### src/hw/dcache_cfg_defs.svh
`ifndef DCACHE_CFG_DEFS_SVH
`define DCACHE_CFG_DEFS_SVH

// Bus widths seen by the load/store unit and the memory
`define DCACHE_ADDR_WIDTH 32
`define DCACHE_DATA_WIDTH 32
`define DCACHE_LINE_WIDTH 128

// Direct-mapped geometry
`define DCACHE_NO_OF_SETS 16

// Address split: tag | index | byte offset
`define DCACHE_OFFSET_BITS 4
`define DCACHE_IDX_BITS 4
`define DCACHE_TAG_LSB 8
`define DCACHE_TAG_BITS 24

`endif
### src/hw/dcache_bus_pkg.sv
`include "dcache_cfg_defs.svh"

package dcache_bus_pkg;

    // Load/store request, 69 bits, held stable while lsu_req_valid_i is high
    typedef struct packed {
        logic [`DCACHE_ADDR_WIDTH-1:0] addr;
        logic [`DCACHE_DATA_WIDTH-1:0] wdata;
        logic [3:0]                    sel_byte;
        logic                          we;
    } lsu_req_s;

    // Line request to memory, 161 bits
    typedef struct packed {
        logic [`DCACHE_ADDR_WIDTH-1:0] addr;
        logic [`DCACHE_LINE_WIDTH-1:0] data;
        logic                          we;
    } mem_req_s;

    // Line returned by memory on a read, valid while mem_ack_i is high
    typedef struct packed {
        logic [`DCACHE_LINE_WIDTH-1:0] data;
    } mem_rsp_s;

endpackage

### src/hw/dcache_pkg.sv
`include "dcache_cfg_defs.svh"

package dcache_pkg;

    // One tag array entry, 26 bits
    typedef struct packed {
        logic [`DCACHE_TAG_BITS-1:0] tag;
        logic                        valid;
        logic                        dirty;
    } dcache_tag_s;

    // One data array entry
    typedef logic [`DCACHE_LINE_WIDTH-1:0] dcache_line_t;

    // Controller states
    typedef enum logic [2:0] {
        IDLE        = 3'd0,
        LOOKUP      = 3'd1,
        RESPOND     = 3'd2,
        EVICT       = 3'd3,
        FILL        = 3'd4,
        FLUSH_CHECK = 3'd5,
        FLUSH_WB    = 3'd6,
        DONE_WAIT   = 3'd7
    } dcache_state_e;

endpackage

### src/hw/dcache_top.sv
`timescale 1ns/10ps

`include "dcache_cfg_defs.svh"

module dcache_top (
    input  logic                      clk_i,
    input  logic                      rst_ni,

    // Load/store port
    input  logic                      lsu_req_valid_i,
    input  dcache_bus_pkg::lsu_req_s  lsu_req_i,
    output logic                      lsu_ack_o,
    output logic [31:0]               lsu_rdata_o,

    // Flush port
    input  logic                      flush_req_i,
    output logic                      flush_ack_o,

    // Memory port
    output logic                      mem_req_valid_o,
    output dcache_bus_pkg::mem_req_s  mem_req_o,
    input  logic                      mem_ack_i,
    input  dcache_bus_pkg::mem_rsp_s  mem_rsp_i
);

    import dcache_pkg::*;

    logic                        cache_wr;
    logic                        line_fill;
    logic                        line_clean;
    logic                        wrb_sel;
    logic                        flush_active;
    logic [`DCACHE_IDX_BITS-1:0] flush_index;
    logic                        hit;
    logic                        evict_needed;
    logic                        mem_we;
    logic [31:0]                 mem_addr;
    dcache_line_t                mem_line;

    dcache_controller u_controller (
        .clk_i           (clk_i),
        .rst_ni          (rst_ni),
        .lsu_req_valid_i (lsu_req_valid_i),
        .lsu_we_i        (lsu_req_i.we),
        .lsu_ack_o       (lsu_ack_o),
        .flush_req_i     (flush_req_i),
        .flush_ack_o     (flush_ack_o),
        .mem_ack_i       (mem_ack_i),
        .mem_req_valid_o (mem_req_valid_o),
        .mem_we_o        (mem_we),
        .hit_i           (hit),
        .evict_needed_i  (evict_needed),
        .cache_wr_o      (cache_wr),
        .line_fill_o     (line_fill),
        .line_clean_o    (line_clean),
        .wrb_sel_o       (wrb_sel),
        .flush_active_o  (flush_active),
        .flush_index_o   (flush_index)
    );

    dcache_datapath u_datapath (
        .clk_i          (clk_i),
        .rst_ni         (rst_ni),
        .cache_wr_i     (cache_wr),
        .line_fill_i    (line_fill),
        .line_clean_i   (line_clean),
        .wrb_sel_i      (wrb_sel),
        .flush_active_i (flush_active),
        .flush_index_i  (flush_index),
        .hit_o          (hit),
        .evict_needed_o (evict_needed),
        .lsu_req_i      (lsu_req_i),
        .rdata_o        (lsu_rdata_o),
        .mem_line_i     (mem_rsp_i.data),
        .mem_addr_o     (mem_addr),
        .mem_line_o     (mem_line)
    );

    assign mem_req_o.addr = mem_addr;
    assign mem_req_o.data = mem_line;
    assign mem_req_o.we   = mem_we;

endmodule

### src/hw/dcache_controller.sv
`timescale 1ns/10ps

`include "dcache_cfg_defs.svh"

module dcache_controller (
    input  logic                        clk_i,
    input  logic                        rst_ni,

    // LSU handshake
    input  logic                        lsu_req_valid_i,
    input  logic                        lsu_we_i,
    output logic                        lsu_ack_o,

    // Flush handshake
    input  logic                        flush_req_i,
    output logic                        flush_ack_o,

    // Memory handshake
    input  logic                        mem_ack_i,
    output logic                        mem_req_valid_o,
    output logic                        mem_we_o,

    // Datapath status and controls
    input  logic                        hit_i,
    input  logic                        evict_needed_i,
    output logic                        cache_wr_o,
    output logic                        line_fill_o,
    output logic                        line_clean_o,
    output logic                        wrb_sel_o,
    output logic                        flush_active_o,
    output logic [`DCACHE_IDX_BITS-1:0] flush_index_o
);

    import dcache_pkg::*;

    dcache_state_e               state_q, state_d;
    logic [`DCACHE_IDX_BITS-1:0] flush_idx_q, flush_idx_d;
    logic                        ack_seen_q, ack_seen_d;

    logic mem_active;
    logic mem_grant;
    logic mem_done;
    logic flush_last;

    // A memory phase ends once the ack has been seen and has dropped again
    assign mem_active = (state_q == EVICT) || (state_q == FILL) || (state_q == FLUSH_WB);
    assign mem_grant  = mem_active && mem_ack_i && !ack_seen_q;
    assign mem_done   = mem_active && ack_seen_q && !mem_ack_i;
    assign ack_seen_d = mem_active && mem_ack_i;
    assign flush_last = (flush_idx_q == {`DCACHE_IDX_BITS{1'b1}});

    always_comb begin
        state_d      = state_q;
        flush_idx_d  = flush_idx_q;
        cache_wr_o   = 1'b0;
        line_fill_o  = 1'b0;
        line_clean_o = 1'b0;

        unique case (state_q)
            IDLE: begin
                if (lsu_req_valid_i) begin
                    state_d = LOOKUP;
                end else if (flush_req_i) begin
                    flush_idx_d = '0;
                    state_d     = FLUSH_CHECK;
                end
            end
            LOOKUP: begin
                if (hit_i) begin
                    cache_wr_o = lsu_we_i;
                    state_d    = RESPOND;
                end else if (evict_needed_i) begin
                    state_d = EVICT;
                end else begin
                    state_d = FILL;
                end
            end
            RESPOND: begin
                if (!lsu_req_valid_i) begin
                    state_d = IDLE;
                end
            end
            EVICT: begin
                if (mem_done) begin
                    state_d = FILL;
                end
            end
            FILL: begin
                // Memory data is valid while the ack is up
                line_fill_o = mem_grant;
                if (mem_done) begin
                    state_d = LOOKUP;
                end
            end
            FLUSH_CHECK: begin
                if (evict_needed_i) begin
                    state_d = FLUSH_WB;
                end else if (flush_last) begin
                    state_d = DONE_WAIT;
                end else begin
                    flush_idx_d = flush_idx_q + 1'b1;
                end
            end
            FLUSH_WB: begin
                line_clean_o = mem_grant;
                if (mem_done) begin
                    if (flush_last) begin
                        state_d = DONE_WAIT;
                    end else begin
                        flush_idx_d = flush_idx_q + 1'b1;
                        state_d     = FLUSH_CHECK;
                    end
                end
            end
            DONE_WAIT: begin
                if (!flush_req_i) begin
                    state_d = IDLE;
                end
            end
            default: state_d = IDLE;
        endcase
    end

    always_ff @(posedge clk_i) begin
        if (!rst_ni) begin
            state_q     <= IDLE;
            flush_idx_q <= '0;
            ack_seen_q  <= 1'b0;
        end else begin
            state_q     <= state_d;
            flush_idx_q <= flush_idx_d;
            ack_seen_q  <= ack_seen_d;
        end
    end

    assign lsu_ack_o       = (state_q == RESPOND);
    assign flush_ack_o     = (state_q == DONE_WAIT);
    assign mem_req_valid_o = mem_active && !ack_seen_q;
    assign mem_we_o        = (state_q == EVICT) || (state_q == FLUSH_WB);
    assign wrb_sel_o       = mem_we_o;
    assign flush_active_o  = (state_q == FLUSH_CHECK) || (state_q == FLUSH_WB);
    assign flush_index_o   = flush_idx_q;

    // The request may drop once the ack is up, so look at the edge that raised it
    a_ack_needs_req: assert property (
        @(posedge clk_i) disable iff (!rst_ni)
        $rose(lsu_ack_o) |-> $past(lsu_req_valid_i)
    );

    a_mem_req_held: assert property (
        @(posedge clk_i) disable iff (!rst_ni)
        $fell(mem_req_valid_o) |-> $past(mem_ack_i)
    );

endmodule

### src/hw/dcache_datapath.sv
`timescale 1ns/10ps

`include "dcache_cfg_defs.svh"

module dcache_datapath (
    input  logic                           clk_i,
    input  logic                           rst_ni,

    // Controls from the controller
    input  logic                           cache_wr_i,
    input  logic                           line_fill_i,
    input  logic                           line_clean_i,
    input  logic                           wrb_sel_i,
    input  logic                           flush_active_i,
    input  logic [`DCACHE_IDX_BITS-1:0]    flush_index_i,
    output logic                           hit_o,
    output logic                           evict_needed_o,

    // Load/store side
    input  dcache_bus_pkg::lsu_req_s       lsu_req_i,
    output logic [31:0]                    rdata_o,

    // Memory side
    input  dcache_pkg::dcache_line_t       mem_line_i,
    output logic [31:0]                    mem_addr_o,
    output dcache_pkg::dcache_line_t       mem_line_o
);

    import dcache_pkg::*;

    dcache_tag_s  tag_ram  [`DCACHE_NO_OF_SETS];
    dcache_line_t data_ram [`DCACHE_NO_OF_SETS];

    logic [`DCACHE_TAG_BITS-1:0]                  addr_tag;
    logic [`DCACHE_IDX_BITS-1:0]                  addr_index;
    logic [`DCACHE_OFFSET_BITS-3:0]               word_sel;
    logic [`DCACHE_IDX_BITS-1:0]                  index;

    dcache_tag_s                                  tag_rd;
    dcache_line_t                                 line_rd;
    dcache_line_t                                 line_wr;
    logic [`DCACHE_DATA_WIDTH-1:0]                word_rd;
    logic [`DCACHE_DATA_WIDTH-1:0]                word_wr;
    logic [`DCACHE_DATA_WIDTH-1:0]                rdata_q;

    assign addr_tag   = lsu_req_i.addr[`DCACHE_ADDR_WIDTH-1:`DCACHE_TAG_LSB];
    assign addr_index = lsu_req_i.addr[`DCACHE_TAG_LSB-1:`DCACHE_OFFSET_BITS];
    assign word_sel   = lsu_req_i.addr[`DCACHE_OFFSET_BITS-1:2];

    // The flush walk owns the index while it runs
    assign index = flush_active_i ? flush_index_i : addr_index;

    assign tag_rd  = tag_ram[index];
    assign line_rd = data_ram[index];
    assign word_rd = line_rd[word_sel*`DCACHE_DATA_WIDTH +: `DCACHE_DATA_WIDTH];

    // Byte merge of the store data into the addressed word
    always_comb begin
        word_wr = word_rd;
        for (int b = 0; b < 4; b++) begin
            if (lsu_req_i.sel_byte[b]) begin
                word_wr[b*8 +: 8] = lsu_req_i.wdata[b*8 +: 8];
            end
        end
    end

    always_comb begin
        line_wr = line_rd;
        line_wr[word_sel*`DCACHE_DATA_WIDTH +: `DCACHE_DATA_WIDTH] = word_wr;
    end

    // Tag array, valid and dirty cleared on reset
    always_ff @(posedge clk_i) begin
        if (!rst_ni) begin
            for (int i = 0; i < `DCACHE_NO_OF_SETS; i++) begin
                tag_ram[i].valid <= 1'b0;
                tag_ram[i].dirty <= 1'b0;
            end
        end else if (line_clean_i) begin
            // Clean only, the line stays valid
            tag_ram[index].dirty <= 1'b0;
        end else if (cache_wr_i) begin
            tag_ram[index].dirty <= 1'b1;
        end else if (line_fill_i) begin
            tag_ram[index].tag   <= addr_tag;
            tag_ram[index].valid <= 1'b1;
            tag_ram[index].dirty <= 1'b0;
        end
    end

    always_ff @(posedge clk_i) begin
        if (cache_wr_i) begin
            data_ram[index] <= line_wr;
        end else if (line_fill_i) begin
            data_ram[index] <= mem_line_i;
        end
    end

    // Loads track the array each cycle, a store keeps the word seen before its merge
    always_ff @(posedge clk_i) begin
        if (!lsu_req_i.we || cache_wr_i) begin
            rdata_q <= word_rd;
        end
    end

    assign hit_o          = tag_rd.valid && (tag_rd.tag == addr_tag);
    assign evict_needed_o = tag_rd.valid && tag_rd.dirty;
    assign rdata_o        = rdata_q;

    // Writeback goes to the line held in the set, a fill to the requested line
    assign mem_addr_o = wrb_sel_i ?
                        {tag_rd.tag, index, {`DCACHE_OFFSET_BITS{1'b0}}} :
                        {lsu_req_i.addr[`DCACHE_ADDR_WIDTH-1:`DCACHE_OFFSET_BITS],
                         {`DCACHE_OFFSET_BITS{1'b0}}};
    assign mem_line_o = line_rd;

    // The controller must never ask for two array updates at once
    a_single_update: assert property (
        @(posedge clk_i) disable iff (!rst_ni)
        $onehot0({cache_wr_i, line_fill_i, line_clean_i})
    );

endmodule

### config.mk
export PLATFORM = sky130hd
export DESIGN_NAME = dcache_top
export DESIGN_NICKNAME = d
export VERILOG_FILES = /design/src/hw/dcache_bus_pkg.sv /design/src/hw/dcache_pkg.sv /design/src/hw/dcache_top.sv /design/src/hw/dcache_controller.sv /design/src/hw/dcache_datapath.sv
export VERILOG_INCLUDE_DIRS = /design/src /design/src/hw
export SDC_FILE = /design/constraint.sdc
export NUM_CORES = 2
export LEC_CHECK = 0
export BUFFER_PORTS_ARGS = -buffer_cell sky130_fd_sc_hd__buf_2
export CORE_MARGIN = 5
export CORE_UTILIZATION = 38
export DETAILED_ROUTE_END_ITERATION = 8
export HOLD_SLACK_MARGIN = 0.06
export PLACE_DENSITY_LB_ADDON = 0.05
export SYNTH_ARGS = -nofsm -noshare
export SYNTH_HDL_FRONTEND = slang
export SYNTH_SLANG_ARGS = --single-unit
### constraint.sdc
create_clock -name clk_i -period 13.3 [get_ports clk_i]
set_input_delay 1.33 -clock clk_i [delete_from_list [all_inputs] [get_ports clk_i]]
set_output_delay 1.33 -clock clk_i [all_outputs]
set_load 0.05 [all_outputs]
==> impl_metrics.tcl <==
set metrics [dict create \
    synth-simple-area-share 0.0392 \
    yosys.area.top_type "edfxtp_1" \
    holdPathEnd "u_datapath.tag_ram[10][1]$_SDFFE_PP1N_" \
    multi_input_area_mm2 0.0287 \
    die_h_um 536 \
    slew_headroom 0.177 \
    cts.reportedPaths.clkPinSlew_ns 0.06 \
    irDropWorstVdd_v 0.000165 \
    cpMostUsedCell "buf_4" \
    synth_area_leaders "edfxtp_1 (71%), mux4_2 (13%), mux2i_1 (5.1%), o22a_1 (1.1%), nor2b_1 (0.83%)" \
    worstPathArrival_ns 7.14 \
    synth_top_family_by_area "multiplexers" \
    routed_via_density 5.74 \
    initial_core_util 0.381 \
    first_iter_violations 5086 \
    first_pass_iters 5 \
    grt_usage 0.240 \
    max_stage_delay_ns 0.89 \
    setup_violations 0 \
    place_congestion 0.810 \
    cts_resized 0 \
    synth-compound-area-share 0.0373 \
    synth_seq_cells 2504 \
    cp-end-kind "output pin" \
    synth_top_area_frac 0.709 \
    yosysSeqAreaShare 0.713 \
    whs_ns 0.454 \
    post-cts-setup-buffers 0 \
    core.rowCount 193 \
    path_cells "xor2_4 > nand3_2 > nand2_8 > buf_4 > buf_4 > buf_4 > mux4_2 > mux2i_1 > mux2i_1 > buf_2" \
    fmaxAchievable_mhz 118 \
    critPathRequiredTime_ns 11.97 \
    cap_violations 0 \
    whs_path_depth 1 \
    holdCritStartpoint "u_datapath.tag_ram[10][1]$_SDFFE_PP1N_" \
    cts_sinks 2504 \
    synthArstFlopShare 0 \
    crit_family "buffers and inverters" \
    ys.flop_type "edfxtp_1" \
    crit_type "flip-flop to output pin" \
    overflow 0 \
    register_area_mm2 0.0749 \
    worst_slew_pin_slew_ns 1.23 \
    critPathLaunchType "flip-flop" \
    synth_xor_area_frac 0.00183 \
    root_buffer "clkbuf_16" \
    crit_fanout 60 \
    skew_ns 0.0414 \
    reg2reg_to "u_datapath.data_ram[3][115]$_DFFE_PP_" \
    clock_latency_ns 0.87 \
    grt_max_degree 118 \
    clockBufferDepth 4 \
    die_area_mm2 0.287 \
    ys_warn_count 0 \
    htreeDepth 5 \
    period_share 0.637 \
    grt_pass1_vias 58494 \
    reg2reg_from "u_controller.state_q[0]$_SDFFE_PN0P_" \
    fill_cells 24236 \
    ys_types 94 \
    crit_slowest_cell "buf_4" \
    dp_hpwl_um 204000 \
    fin_crit_ns 8.47 \
    hold_viol 0 \
    rsz0062_at_grt "false" \
    wirelength_um 350000 \
    synthMuxAreaShare 0.189 \
    buffer_ports.inserted 391 \
    final_core_util 0.437 \
    p_leak_nw 39.3 \
    final_nets 6116 \
    reg2reg_depth 14 \
    synth_edf_count 2479 \
    area_growth_pct 14.6 \
    status "finished clean" \
    regToRegSetupSlack_ns 5.07 \
    crit_buf_inv 4 \
    drive_above_1_share 0.272 \
    cts-buffers-inserted 285 \
    synthCells 5421 \
    drtAntennaViolNets 0 \
    hold_path_class "flip-flop to flip-flop" \
    maxSlewViolCount 0 \
    wl_per_cell_um 35.6 \
    core_mm2 0.276 \
    hold_buffers 0 \
    power_density_mw_per_mm2 224 \
    cts_tree "yes" \
    drc 0 \
    die_w_um 536 \
    antenna_found_initial 26 \
    vias 56458 \
    io_pins 398 \
    syn_avg_cell_area_um2 19.4 \
    setup_tns_ns 0 \
    synth-adder-area-share 0.000715 \
    syn-cell-area_mm2 0.105 \
    grt_first_pass_wirelength_um 483000 \
]
-- report_power, final --
group          internal (mW)  switching [mW]  total (mW)  leakage, nW
clock network           4.35            3.15        7.50         4.25
logic                   2.59            6.41        8.99         12.4
registers               10.4           0.113        10.5         22.6
total                   17.3            9.67        27.0         39.3
-- synth_stat cells (all sizes together), types with 4 or more instances --
| cell | instances |
|---|---|
| a32oi | 18 |
| or3 | 6 |
| a221oi | 8 |
| a21boi | 5 |
| a21o | 19 |
| a211oi | 33 |
| inv | 14 |
| nand2 | 145 |
| a31oi | 15 |
| nor3b | 6 |
| nor4 | 12 |
| mux4 | 627 |
| a21oi | 56 |
| and3 | 13 |
| a22oi | 53 |
| ha | 6 |
| o22a | 135 |
| clkbuf | 98 |
| or2 | 5 |
| o221ai | 10 |
| nor2 | 141 |
| nand3b | 5 |
| xor2 | 20 |
| o31ai | 5 |
| nand3 | 77 |
| dfxtp | 25 |
| a2111oi | 4 |
| buf | 250 |
| o211ai | 13 |
| o21ai | 94 |
| nand4 | 24 |
| mux2i | 533 |
| nand2b | 37 |
| nor3 | 162 |
| a2bb2oi | 5 |
| nor2b | 139 |
| o22ai | 16 |
| mux2 | 39 |
| and2 | 9 |
| edfxtp | 2479 |
| o21a | 6 |
-- layout by cell type (no fill, tap or decap), drive strengths merged, types with 15 or more instances in the layout --
cell,count
inv,25
a32oi,18
nor2b,139
a22oi,53
dfxtp,25
a21o,19
o22ai,16
edfxtp,2479
a21oi,56
mux2,39
mux4,627
nand3,77
nand2b,37
mux2i,533
buf,545
clkbuf,373
o21ai,94
a31oi,15
o22a,135
nor2,141
nand2,145
bufinv,15
xor2,20
clkinv,96
a211oi,33
nand4,24
nor3,162
-- worst max path at each step --
stage | start | endpoint | slack (ns) | cells past startpoint
after global routing | u_controller.state_q[0]$_SDFFE_PN0P_ | mem_req_o[13] | 4.69 | 10
after CTS | u_controller.flush_index_o[1]$_SDFFE_PN0P_ | mem_req_o[72] | 4.81 | 10
final | u_controller.state_q[0]$_SDFFE_PN0P_ | mem_req_o[80] | 4.83 | 10
after floorplan | lsu_req_i[41] | u_datapath.data_ram[14][0]$_DFFE_PP_ | 2.49 | 17
after detailed placement | lsu_req_i[42] | u_datapath.data_ram[2][11]$_DFFE_PP_ | 4.50 | 14
after global placement | lsu_req_i[42] | u_datapath.data_ram[14][43]$_DFFE_PP_ | 4.53 | 14
-- state kept, by name (all words and copies together) (netlist names) --
register	cells
u_controller.ack_seen_q	1
u_controller.flush_index_o	4
u_controller.state_q	3
u_datapath.tag_ram	416
u_datapath.data_ram	2048
u_datapath.rdata_o	32
-- logic make-up (layout without fill, tap and decap cells) --
group           count (synthesis)  in the layout
simple gates                  795            795
fa+ha+maj                       6              6
mux                          1199           1199
buf+inv                       362           1054
other cells                     1             17
flops                        2504           2504
compound gates                532            532
xor+xnor                       22             22
-- metrics by stage --
step                      instance area (µm²)  instances  setup WS (ns)  total power, mW
after floorplan                        105000       5424           2.49             16.5
after global placement                 112000       9326           4.53             19.7
after detailed placement               112000       9326           4.50             19.8
after CTS                              120000       9821           4.81             27.3
after global routing                   120000       9825           4.69             28.0
final                                  120000       9834           4.83             27.0
-- area by class of cell --
class,count,area share
antenna,13,0.000270
clock buffer,373,0.0637
clock inverter,122,0.00858
inverter,14,0.000457
multi-input combinational,2558,0.238
sequential,2504,0.622
tap,3705,0.0385
timing repair buffer,545,0.0277
-- routing by layer --
| layer | part of all wire | track usage |
|---|---|---|
| met5 | 0.000049 | 0 |
| met4 | 0.048 | 0.0961 |
| met3 | 0.042 | 0.0268 |
| met2 | 0.51 | 0.418 |
| met1 | 0.40 | 0.308 |
Power figures use the tool's default switching activity.
